$ cat src/source/caster_pkg.sv
package caster_pkg;

    //////////////////////////////////////////////////
    // Scan timing, small values for simulation
    //////////////////////////////////////////////////

    // Vertical regions in lines
    localparam int V_FP = 3;
    localparam int V_SYNC = 1;
    localparam int V_BP = 2;
    localparam int V_ACT = 8;
    localparam int V_TOTAL = V_FP + V_SYNC + V_BP + V_ACT;

    // Horizontal regions in clocks, four pixels per clock
    localparam int H_FP = 1;
    localparam int H_SYNC = 1;
    localparam int H_BP = 2;
    localparam int H_ACT = 6;
    localparam int H_TOTAL = H_FP + H_SYNC + H_BP + H_ACT;

    localparam int VS_DELAY = 8;
    localparam int PIPE_LEAD = 2;

    // Operation sequence
    localparam int INIT_FRAMES = 2;
    localparam int UPDATE_FRAMES = 3;

    typedef logic [10:0] cnt_t;
    typedef logic [15:0] y4_quad_t;
    typedef logic [15:0] state_t;
    typedef logic [63:0] state_quad_t;
    typedef logic [1:0] drive_t;

    // 4x4 ordered dither thresholds, row major
    localparam logic [3:0] BAYER [16] = '{
        4'd0,  4'd8,  4'd2,  4'd10,
        4'd12, 4'd4,  4'd14, 4'd6,
        4'd3,  4'd11, 4'd1,  4'd9,
        4'd15, 4'd7,  4'd13, 4'd5
    };

    // Source driver codes per pixel
    localparam drive_t DRV_NONE = 2'b00;
    localparam drive_t DRV_BLACK = 2'b01;
    localparam drive_t DRV_WHITE = 2'b10;

    typedef enum logic [1:0] {SCAN_IDLE, SCAN_WAITING, SCAN_RUNNING} scan_state_e;
    typedef enum logic {OP_INIT, OP_NORMAL} op_state_e;

endpackage

$ cat src/source/caster.sv
`timescale 1ns/1ps

module caster
    import caster_pkg::*;
(
    input  logic        clk,
    input  logic        rst,
    input  logic        sys_ready,
    input  logic        vin_vsync,
    input  y4_quad_t    vin_pixel,
    output logic        vin_ready,
    output logic        b_trigger,
    input  state_quad_t bi_pixel,
    output logic        bi_ready,
    output state_quad_t bo_pixel,
    output logic        bo_valid,
    output logic        epd_gdoe,
    output logic        epd_gdclk,
    output logic        epd_gdsp,
    output logic        epd_sdoe,
    output logic        epd_sdle,
    output logic        epd_sdce0,
    output logic        epd_sdclk,
    output logic [7:0]  epd_sd
);

    logic scan_running;
    logic in_vfp;
    logic in_vsync;
    logic in_vbp;
    logic in_vact;
    logic in_hfp;
    logic in_hsync;
    logic in_hbp;
    logic in_hact;
    logic fetch;
    logic [1:0] dither_row;
    op_state_e op_state;
    cnt_t op_frame;
    logic [3:0] mono;
    logic [7:0] drive;
    state_quad_t state_out;

    // Video and framebuffer are read on the same strobe
    assign vin_ready = fetch;
    assign bi_ready = fetch;

    scan_timing scan_timing_i (
        .clk          (clk),
        .rst          (rst),
        .sys_ready    (sys_ready),
        .vin_vsync    (vin_vsync),
        .scan_running (scan_running),
        .in_vfp       (in_vfp),
        .in_vsync     (in_vsync),
        .in_vbp       (in_vbp),
        .in_vact      (in_vact),
        .in_hfp       (in_hfp),
        .in_hsync     (in_hsync),
        .in_hbp       (in_hbp),
        .in_hact      (in_hact),
        .fetch        (fetch),
        .b_trigger    (b_trigger),
        .dither_row   (dither_row),
        .op_state     (op_state),
        .op_frame     (op_frame)
    );

    dither_y4 dither_y4_i (
        .clk    (clk),
        .rst    (rst),
        .pix_in (vin_pixel),
        .row    (dither_row),
        .mono   (mono)
    );

    pixel_update pixel_update_i (
        .clk       (clk),
        .rst       (rst),
        .mono      (mono),
        .state_in  (bi_pixel),
        .op_state  (op_state),
        .op_frame  (op_frame),
        .drive     (drive),
        .state_out (state_out)
    );

    epd_drive epd_drive_i (
        .clk          (clk),
        .rst          (rst),
        .scan_running (scan_running),
        .in_vfp       (in_vfp),
        .in_vsync     (in_vsync),
        .in_vbp       (in_vbp),
        .in_vact      (in_vact),
        .in_hfp       (in_hfp),
        .in_hsync     (in_hsync),
        .in_hbp       (in_hbp),
        .in_hact      (in_hact),
        .drive        (drive),
        .state_out    (state_out),
        .epd_gdoe     (epd_gdoe),
        .epd_gdclk    (epd_gdclk),
        .epd_gdsp     (epd_gdsp),
        .epd_sdoe     (epd_sdoe),
        .epd_sdle     (epd_sdle),
        .epd_sdce0    (epd_sdce0),
        .epd_sdclk    (epd_sdclk),
        .epd_sd       (epd_sd),
        .bo_pixel     (bo_pixel),
        .bo_valid     (bo_valid)
    );

endmodule

$ cat src/source/dither_y4.sv
`timescale 1ns/1ps

module dither_y4
    import caster_pkg::*;
(
    input  logic       clk,
    input  logic       rst,
    input  y4_quad_t   pix_in,
    input  logic [1:0] row,
    output logic [3:0] mono
);

    logic [3:0] mono_next;

    //////////////////////////////////////////////////
    // Threshold compare per lane
    //////////////////////////////////////////////////

    // Groups of four keep lane i in dither column i
    always_comb begin
        for (int i = 0; i < 4; i++) begin
            mono_next[i] = pix_in[i*4 +: 4] > BAYER[{row, 2'(i)}];
        end
    end

    always_ff @(posedge clk) begin
        if (rst) begin
            mono <= '0;
        end else begin
            mono <= mono_next;
        end
    end

endmodule

$ cat src/source/epd_drive.sv
`timescale 1ns/1ps

module epd_drive
    import caster_pkg::*;
(
    input  logic        clk,
    input  logic        rst,
    input  logic        scan_running,
    input  logic        in_vfp,
    input  logic        in_vsync,
    input  logic        in_vbp,
    input  logic        in_vact,
    input  logic        in_hfp,
    input  logic        in_hsync,
    input  logic        in_hbp,
    input  logic        in_hact,
    input  logic [7:0]  drive,
    input  state_quad_t state_out,
    output logic        epd_gdoe,
    output logic        epd_gdclk,
    output logic        epd_gdsp,
    output logic        epd_sdoe,
    output logic        epd_sdle,
    output logic        epd_sdce0,
    output logic        epd_sdclk,
    output logic [7:0]  epd_sd,
    output state_quad_t bo_pixel,
    output logic        bo_valid
);

    logic in_act;
    logic gdclk_next;

    assign in_act = in_vact && in_hact;

    //////////////////////////////////////////////////
    // Gate driver
    //////////////////////////////////////////////////

    // Enabled on every line past the front porch
    assign epd_gdoe = scan_running && !in_vfp;
    assign epd_gdsp = !in_vsync;

    // Gate clock lags its region by one clock
    assign gdclk_next = in_hsync || in_hbp || in_hact;

    always_ff @(posedge clk) begin
        if (rst) begin
            epd_gdclk <= 1'b0;
        end else begin
            epd_gdclk <= gdclk_next;
        end
    end

    //////////////////////////////////////////////////
    // Source driver
    //////////////////////////////////////////////////

    assign epd_sdoe = in_vsync || in_vbp || in_vact;
    assign epd_sdle = in_hsync;
    assign epd_sdce0 = !in_act;

    // Source clock idles low through back porch
    assign epd_sdclk = (in_hfp || in_hsync || in_hact) ? ~clk : 1'b0;

    assign epd_sd = in_act ? drive : 8'h00;

    // Framebuffer write-back shares the active window
    assign bo_pixel = state_out;
    assign bo_valid = in_act;

endmodule

$ cat src/source/pixel_update.sv
`timescale 1ns/1ps

module pixel_update
    import caster_pkg::*;
(
    input  logic        clk,
    input  logic        rst,
    input  logic [3:0]  mono,
    input  state_quad_t state_in,
    input  op_state_e   op_state,
    input  cnt_t        op_frame,
    output logic [7:0]  drive,
    output state_quad_t state_out
);

    state_quad_t state_q;
    state_quad_t state_next;
    logic [7:0] drive_next;

    // Line up the framebuffer word with the dithered pixel
    always_ff @(posedge clk) begin
        state_q <= state_in;
    end

    //////////////////////////////////////////////////
    // Waveform step per lane
    //////////////////////////////////////////////////

    always_comb begin : lane_step
        state_t cur;
        state_t nxt;
        drive_t drv;
        logic level;
        logic [7:0] remain;

        for (int i = 0; i < 4; i++) begin
            cur = state_q[i*16 +: 16];
            level = cur[15];
            remain = cur[7:0];
            if (op_state == OP_INIT) begin
                // Alternate full black and full white frames
                drv = op_frame[0] ? DRV_WHITE : DRV_BLACK;
                nxt = '0;
            end else if (remain != 8'd0) begin
                // Transition still in progress
                drv = level ? DRV_WHITE : DRV_BLACK;
                nxt = {level, 7'd0, remain - 8'd1};
            end else if (mono[i] != level) begin
                drv = mono[i] ? DRV_WHITE : DRV_BLACK;
                nxt = {mono[i], 7'd0, 8'(UPDATE_FRAMES - 1)};
            end else begin
                drv = DRV_NONE;
                nxt = cur;
            end
            drive_next[i*2 +: 2] = drv;
            state_next[i*16 +: 16] = nxt;
        end
    end

    always_ff @(posedge clk) begin
        if (rst) begin
            drive <= '0;
        end else begin
            drive <= drive_next;
        end
    end

    always_ff @(posedge clk) begin
        state_out <= state_next;
    end

endmodule

$ cat src/source/scan_timing.sv
`timescale 1ns/1ps

module scan_timing
    import caster_pkg::*;
(
    input  logic       clk,
    input  logic       rst,
    input  logic       sys_ready,
    input  logic       vin_vsync,
    output logic       scan_running,
    output logic       in_vfp,
    output logic       in_vsync,
    output logic       in_vbp,
    output logic       in_vact,
    output logic       in_hfp,
    output logic       in_hsync,
    output logic       in_hbp,
    output logic       in_hact,
    output logic       fetch,
    output logic       b_trigger,
    output logic [1:0] dither_row,
    output op_state_e  op_state,
    output cnt_t       op_frame
);

    scan_state_e scan_state;
    cnt_t h_cnt;
    cnt_t v_cnt;
    cnt_t act_line;
    logic line_end;
    logic frame_end;

    assign scan_running = (scan_state == SCAN_RUNNING);
    assign line_end = scan_running && (h_cnt == cnt_t'(H_TOTAL - 1));
    assign frame_end = line_end && (v_cnt == cnt_t'(V_TOTAL - 1));

    //////////////////////////////////////////////////
    // Scan state machine
    //////////////////////////////////////////////////

    always_ff @(posedge clk) begin
        if (rst) begin
            scan_state <= SCAN_IDLE;
            h_cnt <= '0;
            v_cnt <= '0;
        end else begin
            case (scan_state)
                SCAN_IDLE: begin
                    h_cnt <= '0;
                    v_cnt <= '0;
                    if (sys_ready && vin_vsync) begin
                        scan_state <= SCAN_WAITING;
                    end
                end
                SCAN_WAITING: begin
                    // Column counter doubles as the delay counter here
                    if (h_cnt == cnt_t'(VS_DELAY)) begin
                        scan_state <= SCAN_RUNNING;
                        h_cnt <= '0;
                    end else begin
                        h_cnt <= h_cnt + 1'b1;
                    end
                end
                SCAN_RUNNING: begin
                    if (frame_end) begin
                        scan_state <= SCAN_IDLE;
                        h_cnt <= '0;
                        v_cnt <= '0;
                    end else if (line_end) begin
                        h_cnt <= '0;
                        v_cnt <= v_cnt + 1'b1;
                    end else begin
                        h_cnt <= h_cnt + 1'b1;
                    end
                end
                default: begin
                    scan_state <= SCAN_IDLE;
                end
            endcase
        end
    end

    // Operation sequence, advanced once per frame
    always_ff @(posedge clk) begin
        if (rst) begin
            op_state <= OP_INIT;
            op_frame <= '0;
        end else if (frame_end) begin
            if (op_state == OP_INIT && op_frame == cnt_t'(INIT_FRAMES - 1)) begin
                op_state <= OP_NORMAL;
                op_frame <= '0;
            end else begin
                op_frame <= op_frame + 1'b1;
            end
        end
    end

    //////////////////////////////////////////////////
    // Region decode
    //////////////////////////////////////////////////

    assign in_vfp = scan_running && (v_cnt < cnt_t'(V_FP));
    assign in_vsync = scan_running && (v_cnt >= cnt_t'(V_FP))
        && (v_cnt < cnt_t'(V_FP + V_SYNC));
    assign in_vbp = scan_running && (v_cnt >= cnt_t'(V_FP + V_SYNC))
        && (v_cnt < cnt_t'(V_FP + V_SYNC + V_BP));
    assign in_vact = scan_running && (v_cnt >= cnt_t'(V_FP + V_SYNC + V_BP));

    assign in_hfp = scan_running && (h_cnt < cnt_t'(H_FP));
    assign in_hsync = scan_running && (h_cnt >= cnt_t'(H_FP))
        && (h_cnt < cnt_t'(H_FP + H_SYNC));
    assign in_hbp = scan_running && (h_cnt >= cnt_t'(H_FP + H_SYNC))
        && (h_cnt < cnt_t'(H_FP + H_SYNC + H_BP));
    assign in_hact = scan_running && (h_cnt >= cnt_t'(H_FP + H_SYNC + H_BP));

    // Same window as active columns, shifted early by the pipeline depth
    assign fetch = in_vact
        && (h_cnt >= cnt_t'(H_FP + H_SYNC + H_BP - PIPE_LEAD))
        && (h_cnt <= cnt_t'(H_TOTAL - 1 - PIPE_LEAD));

    assign act_line = v_cnt - cnt_t'(V_FP + V_SYNC + V_BP);
    assign dither_row = act_line[1:0];

    assign b_trigger = (scan_state == SCAN_WAITING);

endmodule

$ cat config.mk
export PLATFORM = sky130hd
export DESIGN_NAME = caster
export DESIGN_NICKNAME = d
export VERILOG_FILES = /design/src/source/caster_pkg.sv /design/src/source/caster.sv /design/src/source/dither_y4.sv /design/src/source/epd_drive.sv /design/src/source/pixel_update.sv /design/src/source/scan_timing.sv
export SDC_FILE = /design/constraint.sdc
export NUM_CORES = 1
export LEC_CHECK = 0
export BUFFER_PORTS_ARGS = -buffer_cell sky130_fd_sc_hd__buf_4
export CAP_MARGIN = 20
export CORE_MARGIN = 10
export CORE_UTILIZATION = 54
export DETAILED_ROUTE_END_ITERATION = 7
export HOLD_SLACK_MARGIN = 0.15
export PLACE_DENSITY = 0.9
export REMOVE_ABC_BUFFERS = 1
export SYNTH_ARGS = -nofsm -noshare
export SYNTH_HDL_FRONTEND = slang
export SYNTH_HIERARCHICAL = 1
export SYNTH_SLANG_ARGS = --single-unit
$ cat constraint.sdc
create_clock -name clk -period 2.2 [get_ports clk]
set_input_delay 0.22 -clock clk [delete_from_list [all_inputs] [get_ports clk]]
set_output_delay 0.22 -clock clk [all_outputs]
set_load 0.05 [all_outputs]
==> impl_metrics.py, run 1 <==
metrics = {
    "finish": {
        "nNetsFinal": 1121,
        "area_growth_pct": 42.2,
        "diodes": 0,
        "drive_gt1_share_pct": 32.0,
    },
    "sta": {
        "fin_crit_ns": 2.65,
        "finalCritPeriodShare_pct": 120,
        "hold_viol_final": 0,
        "fmax_ghz": 0.377,
        "rsz0062_at_grt": "yes",
        "setup-violations-final": 44,
        "holdWs_ns": 0.219,
        "fin_ws_ns": -0.451,
        "slew_headroom_pct": 18.2,
        "worst_pin_slew_ns": 1.21,
        "maxSlewViolCount": 0,
        "clock_skew_ns": 0.0134,
    },
    "drt": {
        "wl_per_cell_um": 28.6,
        "drt_wl_total_mm": 34.0,
        "num_vias": 8053,
        "routed_via_density": 6.79,
        "drt_iter0_markers": 1547,
        "ant_nets": 0,
        "drt_pre_antenna_iters": 8,
        "drc": 43,
    },
    "clock_tree": {
        "cts_tree": "built",
        "insertion_delay_ns": 0.56,
        "path_clk_slew_ns": 0.08,
    },
    "floorplan": {
        "pin_count": 167,
        "core_area_sq_um": 13400,
        "fp-row-count": 42,
        "fp.dieArea_sq_um": 19000,
        "start_util_pct": 55.8,
        "die_h_um": 138,
        "fp.dieW_um": 138,
    },
    "placement": {
        "dp_slack_ns": 0.0761,
        "routabilityCongestion": 0.847,
        "numPortBuffers": 166,
        "hpwlAfterDp_mm": 13.9,
    },
    "worst_setup_path": {
        "crit_arrival_ns": 2.43,
        "crit_path_start_kind": "flip-flop",
        "reg2reg_from": "scan_timing_i/v_cnt[7]",
        "cp_common_cell": "nor3_4",
        "r2r_cells": 8,
        "max_stage_delay_ns": 0.56,
        "end_kind": "output port",
        "cp_cell_sequence": "or4_4 > nor3_4 > nand2_2 > nor3_4 > or3_4 > buf_8",
        "worstPathMaxFanout": 3,
        "worstSetupPathType": "flip-flop to output port",
        "r2r_slack_ns": -0.35,
        "cp_slowest_cell": "or4_4",
        "cp.required_ns": 1.98,
        "r2r-end": "scan_timing_i/op_frame[7]",
    },
    "hold_path": {
        "min_from": "vin_pixel[6]",
        "hold_class": "input pin to flip-flop",
        "holdPathEnd": "dither_y4_i/mono[1]",
        "min_path_cells": 4,
    },
    "synthesis": {
        "yosys_warnings": 6,
        "synth_edf_count": 0,
        "syn-instance-count": 772,
        "synth_top_area_share_pct": 47.4,
        "post_synth_most_frequent_cells": "dfxtp_1, buf_4, nor2_1",
        "synth_top_area_cell": "dfxtp_1",
        "ys_ff_latch": 177,
        "synth.cell_area_sq_um": 7480,
        "synth_area_per_cell_sq_um": 9.68,
        "ys_seq_area_share_pct": 47.4,
        "synth_area_leaders": "dfxtp_1, buf_4, ha_1, and2_1, a21oi_1",
        "async_flop_share_pct": 0,
        "synth_flop_cell": "dfxtp_1",
        "yosysMostFrequentCell": "dfxtp_1",
        "synth.distinct_cells": 64,
    },
    "power_and_ir_drop": {
        "p_seq_share_pct": 43.2,
        "ir_drop_mv": 0.651,
        "internal-power_uw": 5540,
        "power.share.combinational_pct": 12.3,
        "p_leak_uw": 0.00459,
        "p_sw_uw": 2330,
        "clock_power_share_pct": 44.5,
        "power.density_nw_per_um2": 740,
        "switching_share_pct": 29.7,
    },
    "grt": {
        "antenna_found_initial": 1,
        "grt_pass1_wl_mm": 44.1,
        "overflow": 0,
        "grtUsageTotal_pct": 30.3,
        "grt_max_degree": 35,
        "grt_pass1_vias": 7751,
    },
    "outcome": {
        "violations": "DRC, setup timing",
        "status": "finished with violations",
    },
    "run": {
        "cap_viol_max_count": 0,
    },
}
[critical path: cells and delay by family (launching register included)]
kind	cells	cell delay [ns]
AND/OR/NAND/NOR	5	1.42
buffers and inverters	1	0.14
flip-flops	1	0.32
[through the flow]
stage | instance area (sq um) | setup TNS (ns) | util [%] | cells | total power, uW
floorplan | 6870 | -2.22 | - | 684 | 3800
global placement | 8520 | 0 | 63.6 | 1051 | 4050
detailed placement | 8520 | 0 | 63.6 | 1051 | 4070
CTS | 10400 | -4.27 | 77.4 | 1178 | 7580
global route | 10600 | -9.76 | 79.3 | 1186 | 8000
finish | 10600 | -8.55 | 79.3 | 1186 | 7870
[area by class of cell]
| class | count | area, sq um |
|---|---|---|
| Fill cell | 644 | 2770 |
| Clock inverter | 15 | 194 |
| Sequential cell | 177 | 3560 |
| Multi-Input combinational cell | 471 | 3490 |
| Timing Repair Buffer | 288 | 2510 |
| Inverter | 38 | 145 |
| Tap cell | 176 | 220 |
| Clock buffer | 21 | 512 |
[worst max path at each step]
| stage | startpoint | to | cells after the start |
|---|---|---|---|
| 2_1_floorplan | scan_timing_i/h_cnt[7] | epd_sdclk | 5 |
| 3_3_place_gp | scan_timing_i/v_cnt[10] | scan_timing_i/v_cnt[9] | 5 |
| 3_5_place_dp | scan_timing_i/v_cnt[10] | epd_sdoe | 6 |
| 4_1_cts | scan_timing_i/v_cnt[7] | epd_sdoe | 6 |
| 5_1_grt | scan_timing_i/v_cnt[7] | epd_sdoe | 6 |
| 6_report | scan_timing_i/v_cnt[7] | epd_sdoe | 6 |
[sequential cells by signal, summed over array words and instances, names as in the netlist, 2 cells and up]
name / cells
dither_y4_i/mono: 4
pixel_update_i/drive: 8
scan_timing_i/scan_state: 2
pixel_update_i/state_out: 64
scan_timing_i/v_cnt: 11
pixel_update_i/state_q: 64
scan_timing_i/h_cnt: 11
scan_timing_i/op_frame: 11
[routing by layer]
| layer | GRT usage, % | routed length [um] | vias up |
|---|---|---|---|
| met4 | 18.2 | 3380 | 0 |
| met2 | 49.1 | 15100 | 964 |
| met1 | 31.5 | 10600 | 3622 |
| met3 | 14.2 | 4920 | 357 |
| met5 | 0 | 0 | - |
| li1 | - | - | 3110 |
[power by group through the flow]
| stage | logic, uW | registers (uW) | clock network (uW) |
|---|---|---|---|
| after floorplan | 373 | 3420 | 10.7 |
| after global placement | 600 | 3430 | 14.4 |
| after detailed placement | 620 | 3440 | 14.4 |
| after CTS | 800 | 3370 | 3410 |
| after global routing | 994 | 3400 | 3610 |
| final | 964 | 3400 | 3500 |
[kinds of logic after synthesis]
| family | Yosys count | share of synthesized area (%) |
|---|---|---|
| AOI/OAI and AO/OA | 119 | 10.4 |
| xor gates and xnor gates | 25 | 2.93 |
| adders and majority gates | 40 | 6.69 |
| buffers and inverters | 126 | 10.1 |
| DFF | 177 | 47.4 |
| muxes | 3 | 0.402 |
| and+or+nand+nor | 282 | 22.1 |
[placed cells by master, fill, tap and decap left out, types with 5 or more instances in the layout]
master	instances
nor4_1	9
clkbuf_16	20
nand2_1	34
o41ai_1	5
buf_4	184
dfxtp_2	8
o211ai_1	8
nand2b_1	8
nor2_1	41
dfxtp_1	167
a31oi_1	5
nand4_1	8
buf_8	12
nor4b_1	5
and3_1	7
nor3_1	22
o21ai_0	23
ha_1	39
nand3_1	23
nor2b_1	10
nor3_4	8
a41o_1	5
xor2_1	10
and3_4	10
dlygate4sd3_1	80
and2_1	30
xnor2_1	14
inv_1	36
or3_1	13
buf_6	12
a21oi_1	38
[timing repair]
item | in CTS | in global routing
buffers inserted | 10 | 8
gates cloned | 2 | 1
pin swaps | 12 | 17
hold buffers | 80 | 0
gates resized for setup | 70 | 44
setup endpoints to repair | 18 | 48
endpoints found under the hold margin | 78 | 0
No activity file was read; power rests on OpenSTA's default activity.
==> run 2, diff against run 1 <==
Settings changed: ABC_AREA from default to 1, CORE_UTILIZATION 54 to 59, PLACE_DENSITY 0.9 to 0.95.
Clock period 2.2 ns to 3.2 ns, I/O delays scaled along.
==> run 2 against run 1 <==
Utilization decreased by 1.8 points; the run now ends clean; synthesized cell count increased by 31%; non-clock buffer count decreased by 57; flip-flop and latch count unchanged; clock skew about the same; routed wire length decreased by 20%; critical path depth increased by 1; die area decreased by 1.1%; global-route usage decreased by 1.4 points; clock power decreased by 32%; highest routed layer unchanged.
==> impl_metrics.py, run 2 <==
metrics = {
    "sta": {
        "maxSlewViolCount": 0,
        "fmax_ghz": 0.342,
        "finalCritPeriodShare_pct": 91.3,
        "hold_viol_final": 0,
        "clock_skew_ns": 0.0131,
        "rsz0062_at_grt": "no",
        "fin_crit_ns": 2.92,
        "slew_headroom_pct": 48.8,
        "setup-violations-final": 0,
        "worst_pin_slew_ns": 0.767,
    },
    "floorplan": {
        "fp-row-count": 42,
        "fp.dieW_um": 137,
        "fp.dieArea_sq_um": 18700,
        "start_util_pct": 60.6,
        "die_h_um": 137,
        "pin_count": 167,
        "core_area_sq_um": 13300,
    },
    "worst_setup_path": {
        "end_kind": "output port",
        "cp.required_ns": 2.88,
        "crit_path_start_kind": "flip-flop",
        "crit_arrival_ns": 2.60,
        "worstPathMaxFanout": 12,
        "worstSetupPathType": "flip-flop to output port",
    },
    "synthesis": {
        "synth_area_per_cell_sq_um": 7.94,
        "post_synth_most_frequent_cells": "dfxtp_1, nand2_1, inv_1",
        "yosysMostFrequentCell": "dfxtp_1",
        "ys_ff_latch": 177,
        "async_flop_share_pct": 0,
        "synth.cell_area_sq_um": 8060,
        "synth.distinct_cells": 37,
        "syn-instance-count": 1015,
        "synth_top_area_cell": "dfxtp_1",
        "synth_edf_count": 0,
        "yosys_warnings": 6,
        "synth_area_leaders": "dfxtp_1, nand2_1, inv_1, buf_4, ha_1",
        "synth_top_area_share_pct": 44.0,
        "ys_seq_area_share_pct": 44.0,
        "synth_flop_cell": "dfxtp_1",
    },
    "drt": {
        "drt_wl_total_mm": 27.2,
        "routed.top_layer": "met4",
        "drc": 0,
        "drt_pre_antenna_iters": 6,
        "wl_met2_mm": 13.3,
        "drt_iter0_markers": 945,
        "ant_nets": 0,
        "wl_per_cell_um": 19.7,
        "route.met3.wl_mm": 2.79,
        "met1_length_mm": 9.58,
        "routed_via_density": 5.62,
        "num_vias": 7778,
    },
    "power_and_ir_drop": {
        "ir_drop_mv": 0.565,
        "p_seq_share_pct": 42.6,
        "internal-power_uw": 3910,
        "finalPower_uw": 5470,
        "clock_power_share_pct": 43.4,
        "power.density_nw_per_um2": 531,
        "switching_share_pct": 28.5,
        "p_sw_uw": 1560,
        "power.share.combinational_pct": 14.0,
        "p_leak_uw": 0.00483,
    },
    "clock_tree": {
        "path_clk_slew_ns": 0.07,
        "cts_setup_buffers": 0,
        "cts_tree": "built",
        "post_cts_resized": 0,
        "insertion_delay_ns": 0.55,
    },
    "run": {
        "cap_viol_max_count": 0,
    },
    "finish": {
        "final.fill_count": 722,
        "largest_registers": "pixel_update_i/state_out: 64 flops, pixel_update_i/state_q: 64 flops",
        "final_common_cell": "dfxtp_1",
        "final_cell_mix": "dfxtp_1, buf_4, nand2_1",
        "nNetsFinal": 1317,
        "drive_gt1_share_pct": 23.5,
        "area_growth_pct": 27.9,
        "fin_util_pct": 77.5,
    },
    "placement": {
        "hpwlAfterDp_mm": 15.2,
        "numPortBuffers": 166,
        "routabilityCongestion": 0.937,
    },
    "grt": {
        "grt_pass1_vias": 8068,
        "overflow": 0,
        "antenna_found_initial": 1,
        "grt_max_degree": 33,
        "grtUsageTotal_pct": 28.9,
        "grt_pass1_wl_mm": 42.4,
    },
    "hold_path": {
        "hold_class": "input pin to flip-flop",
    },
    "outcome": {
        "status": "completed",
    },
}
run 2: changes by cell type in the layout (fill, tap and decap cells not counted), sizes merged, moves of 17 or more:
cell   before  now
nand2      37  186
inv        46  166
nor2       43  156
nand3      23   67
buf       209  167
and2       32    0
and3       17    0
or3        17    0
run 2: kinds of logic (layout without fill, tap and decap cells):
logic type               count (synthesis)  after routing  synth area share [%]
AND/OR/NAND/NOR                        451            451                  26.4
adder cells (fa/ha/maj)                 40             40                  6.21
AO/OA/AOI/OAI                           86             86                  6.51
XOR/XNOR                                22             22                  2.39
other                                    0              1                     0
buffers and inverters                  239            430                  14.5
flip-flops                             177            177                  44.0
run 2: area by class of cell:
type                    instances  area, sq um  area share (%)
clock inverters                13          166            1.61
diodes                          1         2.50          0.0243
well taps                     176          220            2.14
repair buffers                231         1900            18.4
flip-flops and latches        177         3540            34.4
inverters                     163          612            5.94
multi-input cells             599         3350            32.5
clock buffers                  23          515            5.00
run 2: metal layers:
metal	up-vias	global-route usage, %
li1	3450	-
met1	3590	31.1
met2	570	50.1
met3	168	7.92
met4	0	16.6
met5	-	0
run 2: repair_timing:
action	4_1_cts	5_1_grt
hold buffers	65	0
endpoints found under the setup margin	0	0
hold endpoints to repair	75	0
run 2: worst paths after layout:
path | start | end | slack (ns) | depth (start not counted)
worst min-delay path | vin_pixel[7] | dither_y4_i/mono[1] | 0.19 | 4
worst max register to register | scan_timing_i/scan_state[0] | scan_timing_i/v_cnt[4] | 1.10 | 11
worst max-delay path | scan_timing_i/scan_state[0] | epd_sd[1] | 0.28 | 7
worst min register to register | pixel_update_i/state_q[41] | pixel_update_i/state_out[41] | 0.42 | 2
run 2: critical path, stage by stage (launching register included):
cell     delay [ns]
dfxtp_1        0.34
inv_1          0.09
ha_1           0.52
inv_1          0.20
nor2_1         0.20
nand2_2        0.24
nor2_1         0.22
buf_4          0.24
run 2: per-stage QoR:
step           cell area, sq um  worst slack, ns  setup TNS, ns  hold WS [ns]  cells
2_1_floorplan              7500           -0.170         -0.340         0.348    939
3_3_place_gp               8980            0.951              0         0.394   1282
3_5_place_dp               8980            0.890              0         0.403   1282
4_1_cts                   10300            0.308              0         0.179   1382
5_1_grt                   10300            0.126              0         0.229   1383
6_report                  10300            0.280              0         0.193   1383
run 2: power groups by stage:
stage	registers (uW)	logic (uW)	clock network, uW
4_1_cts	2320	731	2360
5_1_grt	2330	837	2470
3_3_place_gp	2360	628	27.7
3_5_place_dp	2370	653	27.7
2_1_floorplan	2360	449	20.4
6_report	2330	767	2370
==> run 3, diff against run 2 <==
Settings changed: ABC_AREA 1 to default, CORE_UTILIZATION 59 to 58.
==> run 3 against run 2 <==
Sequential power hardly changed; critical endpoint is now epd_sdoe; total power shrank 4.8%; die area decreased by 4.8%; largest cell class unchanged; highest routed layer unchanged.
==> impl_metrics.py, run 3 (synthesis results as in run 1) <==
metrics = {
    "drt": {
        "drt_pre_antenna_iters": 7,
        "routed_via_density": 6.40,
        "wl_per_cell_um": 24.9,
        "num_vias": 7224,
        "drt_wl_total_mm": 28.1,
        "ant_nets": 0,
        "drt_iter0_markers": 1071,
        "drc": 0,
    },
    "clock_tree": {
        "insertion_delay_ns": 0.56,
        "cts_tree": "built",
        "path_clk_slew_ns": 0.08,
    },
    "run": {
        "cap_viol_max_count": 0,
    },
    "sta": {
        "holdWs_ns": 0.237,
        "finalCritPeriodShare_pct": 95.3,
        "worst_pin_slew_ns": 1.13,
        "fin_crit_ns": 3.05,
        "clock_skew_ns": 0.0188,
        "rsz0062_at_grt": "no",
        "hold_viol_final": 0,
        "fmax_ghz": 0.328,
        "slew_headroom_pct": 23.7,
        "setup-violations-final": 0,
        "maxSlewViolCount": 0,
    },
    "placement": {
        "routabilityCongestion": 0.907,
        "hpwlAfterDp_mm": 13.8,
        "numPortBuffers": 166,
        "dpl_cell_area_sq_um": 8360,
    },
    "floorplan": {
        "start_util_pct": 59.2,
        "pin_count": 167,
        "core_area_sq_um": 12600,
        "fp.dieW_um": 134,
        "die_h_um": 134,
        "fp.dieArea_sq_um": 17800,
        "fp-row-count": 41,
    },
    "power_and_ir_drop": {
        "finalPower_uw": 5210,
        "ir_drop_mv": 0.477,
        "power.share.combinational_pct": 10.3,
        "power.density_nw_per_um2": 536,
        "p_leak_uw": 0.00416,
        "internal-power_uw": 3720,
        "switching_share_pct": 28.5,
        "p_seq_share_pct": 44.8,
        "p_sw_uw": 1480,
        "clock_power_share_pct": 44.9,
    },
    "grt": {
        "grt_pass1_vias": 7402,
        "antenna_found_initial": 0,
        "overflow": 0,
        "grtUsageTotal_pct": 31.0,
        "grt_max_degree": 27,
        "grt_pass1_wl_mm": 43.4,
    },
    "finish": {
        "largest_registers": "pixel_update_i/state_out: 64 flops, pixel_update_i/state_q: 64 flops",
        "final.fill_count": 660,
        "diodes": 0,
        "nNetsFinal": 1067,
        "final_cell_mix": "dfxtp_1, buf_4, dlygate4sd3_1",
        "final_common_cell": "dfxtp_1",
        "final_cell_area_sq_um": 9710,
        "drive_gt1_share_pct": 25.1,
        "area_growth_pct": 29.9,
    },
    "worst_setup_path": {
        "reg2reg_from": "pixel_update_i/state_q[48]",
        "worstPathMaxFanout": 6,
        "worstSetupStartpoint": "scan_timing_i/v_cnt[7]",
        "worstSetupPathType": "flip-flop to output port",
        "crit_arrival_ns": 2.73,
        "cp.required_ns": 2.88,
        "end_kind": "output port",
        "crit_path_start_kind": "flip-flop",
    },
    "hold_path": {
        "hold_class": "input pin to flip-flop",
        "min_from": "vin_pixel[7]",
    },
    "outcome": {
        "status": "completed",
    },
}
==> run 3: changes by cell type in the layout (fill, tap and decap cells not counted), moves of 16 or more <==
cell	previous run	this run
nor2_1	123	43
a21oi_1	54	38
nand2_1	164	37
inv_1	151	37
and2_1	0	31
nor2_2	25	0
nand3_1	62	23
==> run 3: worst max-delay path, cell delays in order (launching register included) <==
cell      delay (ns)
dfxtp_1         0.38
or4_4           0.55
nor3_1          0.23
a21boi_1        0.21
buf_4           0.24
or3_1           0.37
buf_4           0.20
==> run 3: metal layers <==
metal	global-route usage (%)	up-vias	part of all wire (%)
met3	11.8	218	13
met5	0	-	0
met4	19.4	0	7.8
li1	-	2987	-
met2	50.4	698	46
met1	33.3	3321	34
==> run 3: timing repair <==
item | in CTS | in global routing
endpoints found under the setup margin | 0 | 2
endpoints found under the hold margin | 69 | 0
hold buffers | 65 | 0
gates resized for setup | 0 | 1
setup buffers | 0 | 0
==> run 3: final cells by class <==
class / instances / area [sq um] / area share [%]
inverter: 38 / 143 / 1.47
sequential: 177 / 3540 / 36.5
tap: 172 / 215 / 2.22
multi-input combinational: 469 / 3190 / 32.9
clock inverter: 15 / 179 / 1.84
clock buffer: 21 / 508 / 5.23
timing repair buffer: 236 / 1930 / 19.9
==> run 3: path summary, 6_finish.rpt <==
kind / cells past startpoint / end / slack [ns]
max reg2reg: 5 / pixel_update_i/state_out[56] / 0.65
min reg2reg: 1 / pixel_update_i/state_out[43] / 0.43
max: 6 / epd_sdoe / 0.15
min: 4 / dither_y4_i/mono[1] / 0.24
==> run 3: metrics by stage <==
step	TNS, ns	worst slack [ns]	std cells	util, %
finish	0	0.151	1128	76.9
global route	0	0.0918	1128	76.9
CTS	0	0.148	1126	76.8
detailed placement	0	0.806	1026	66.2
global placement	0	0.834	1026	66.2
floorplan	-0.303	-0.303	684	-
==> run 3: power groups by stage <==
stage / logic [uW] / registers, uW / clock network (uW)
after floorplan: 257 / 2350 / 7.33
after global placement: 402 / 2360 / 9.92
after detailed placement: 417 / 2360 / 9.92
after CTS: 490 / 2320 / 2280
after global routing: 572 / 2330 / 2430
final: 536 / 2330 / 2340
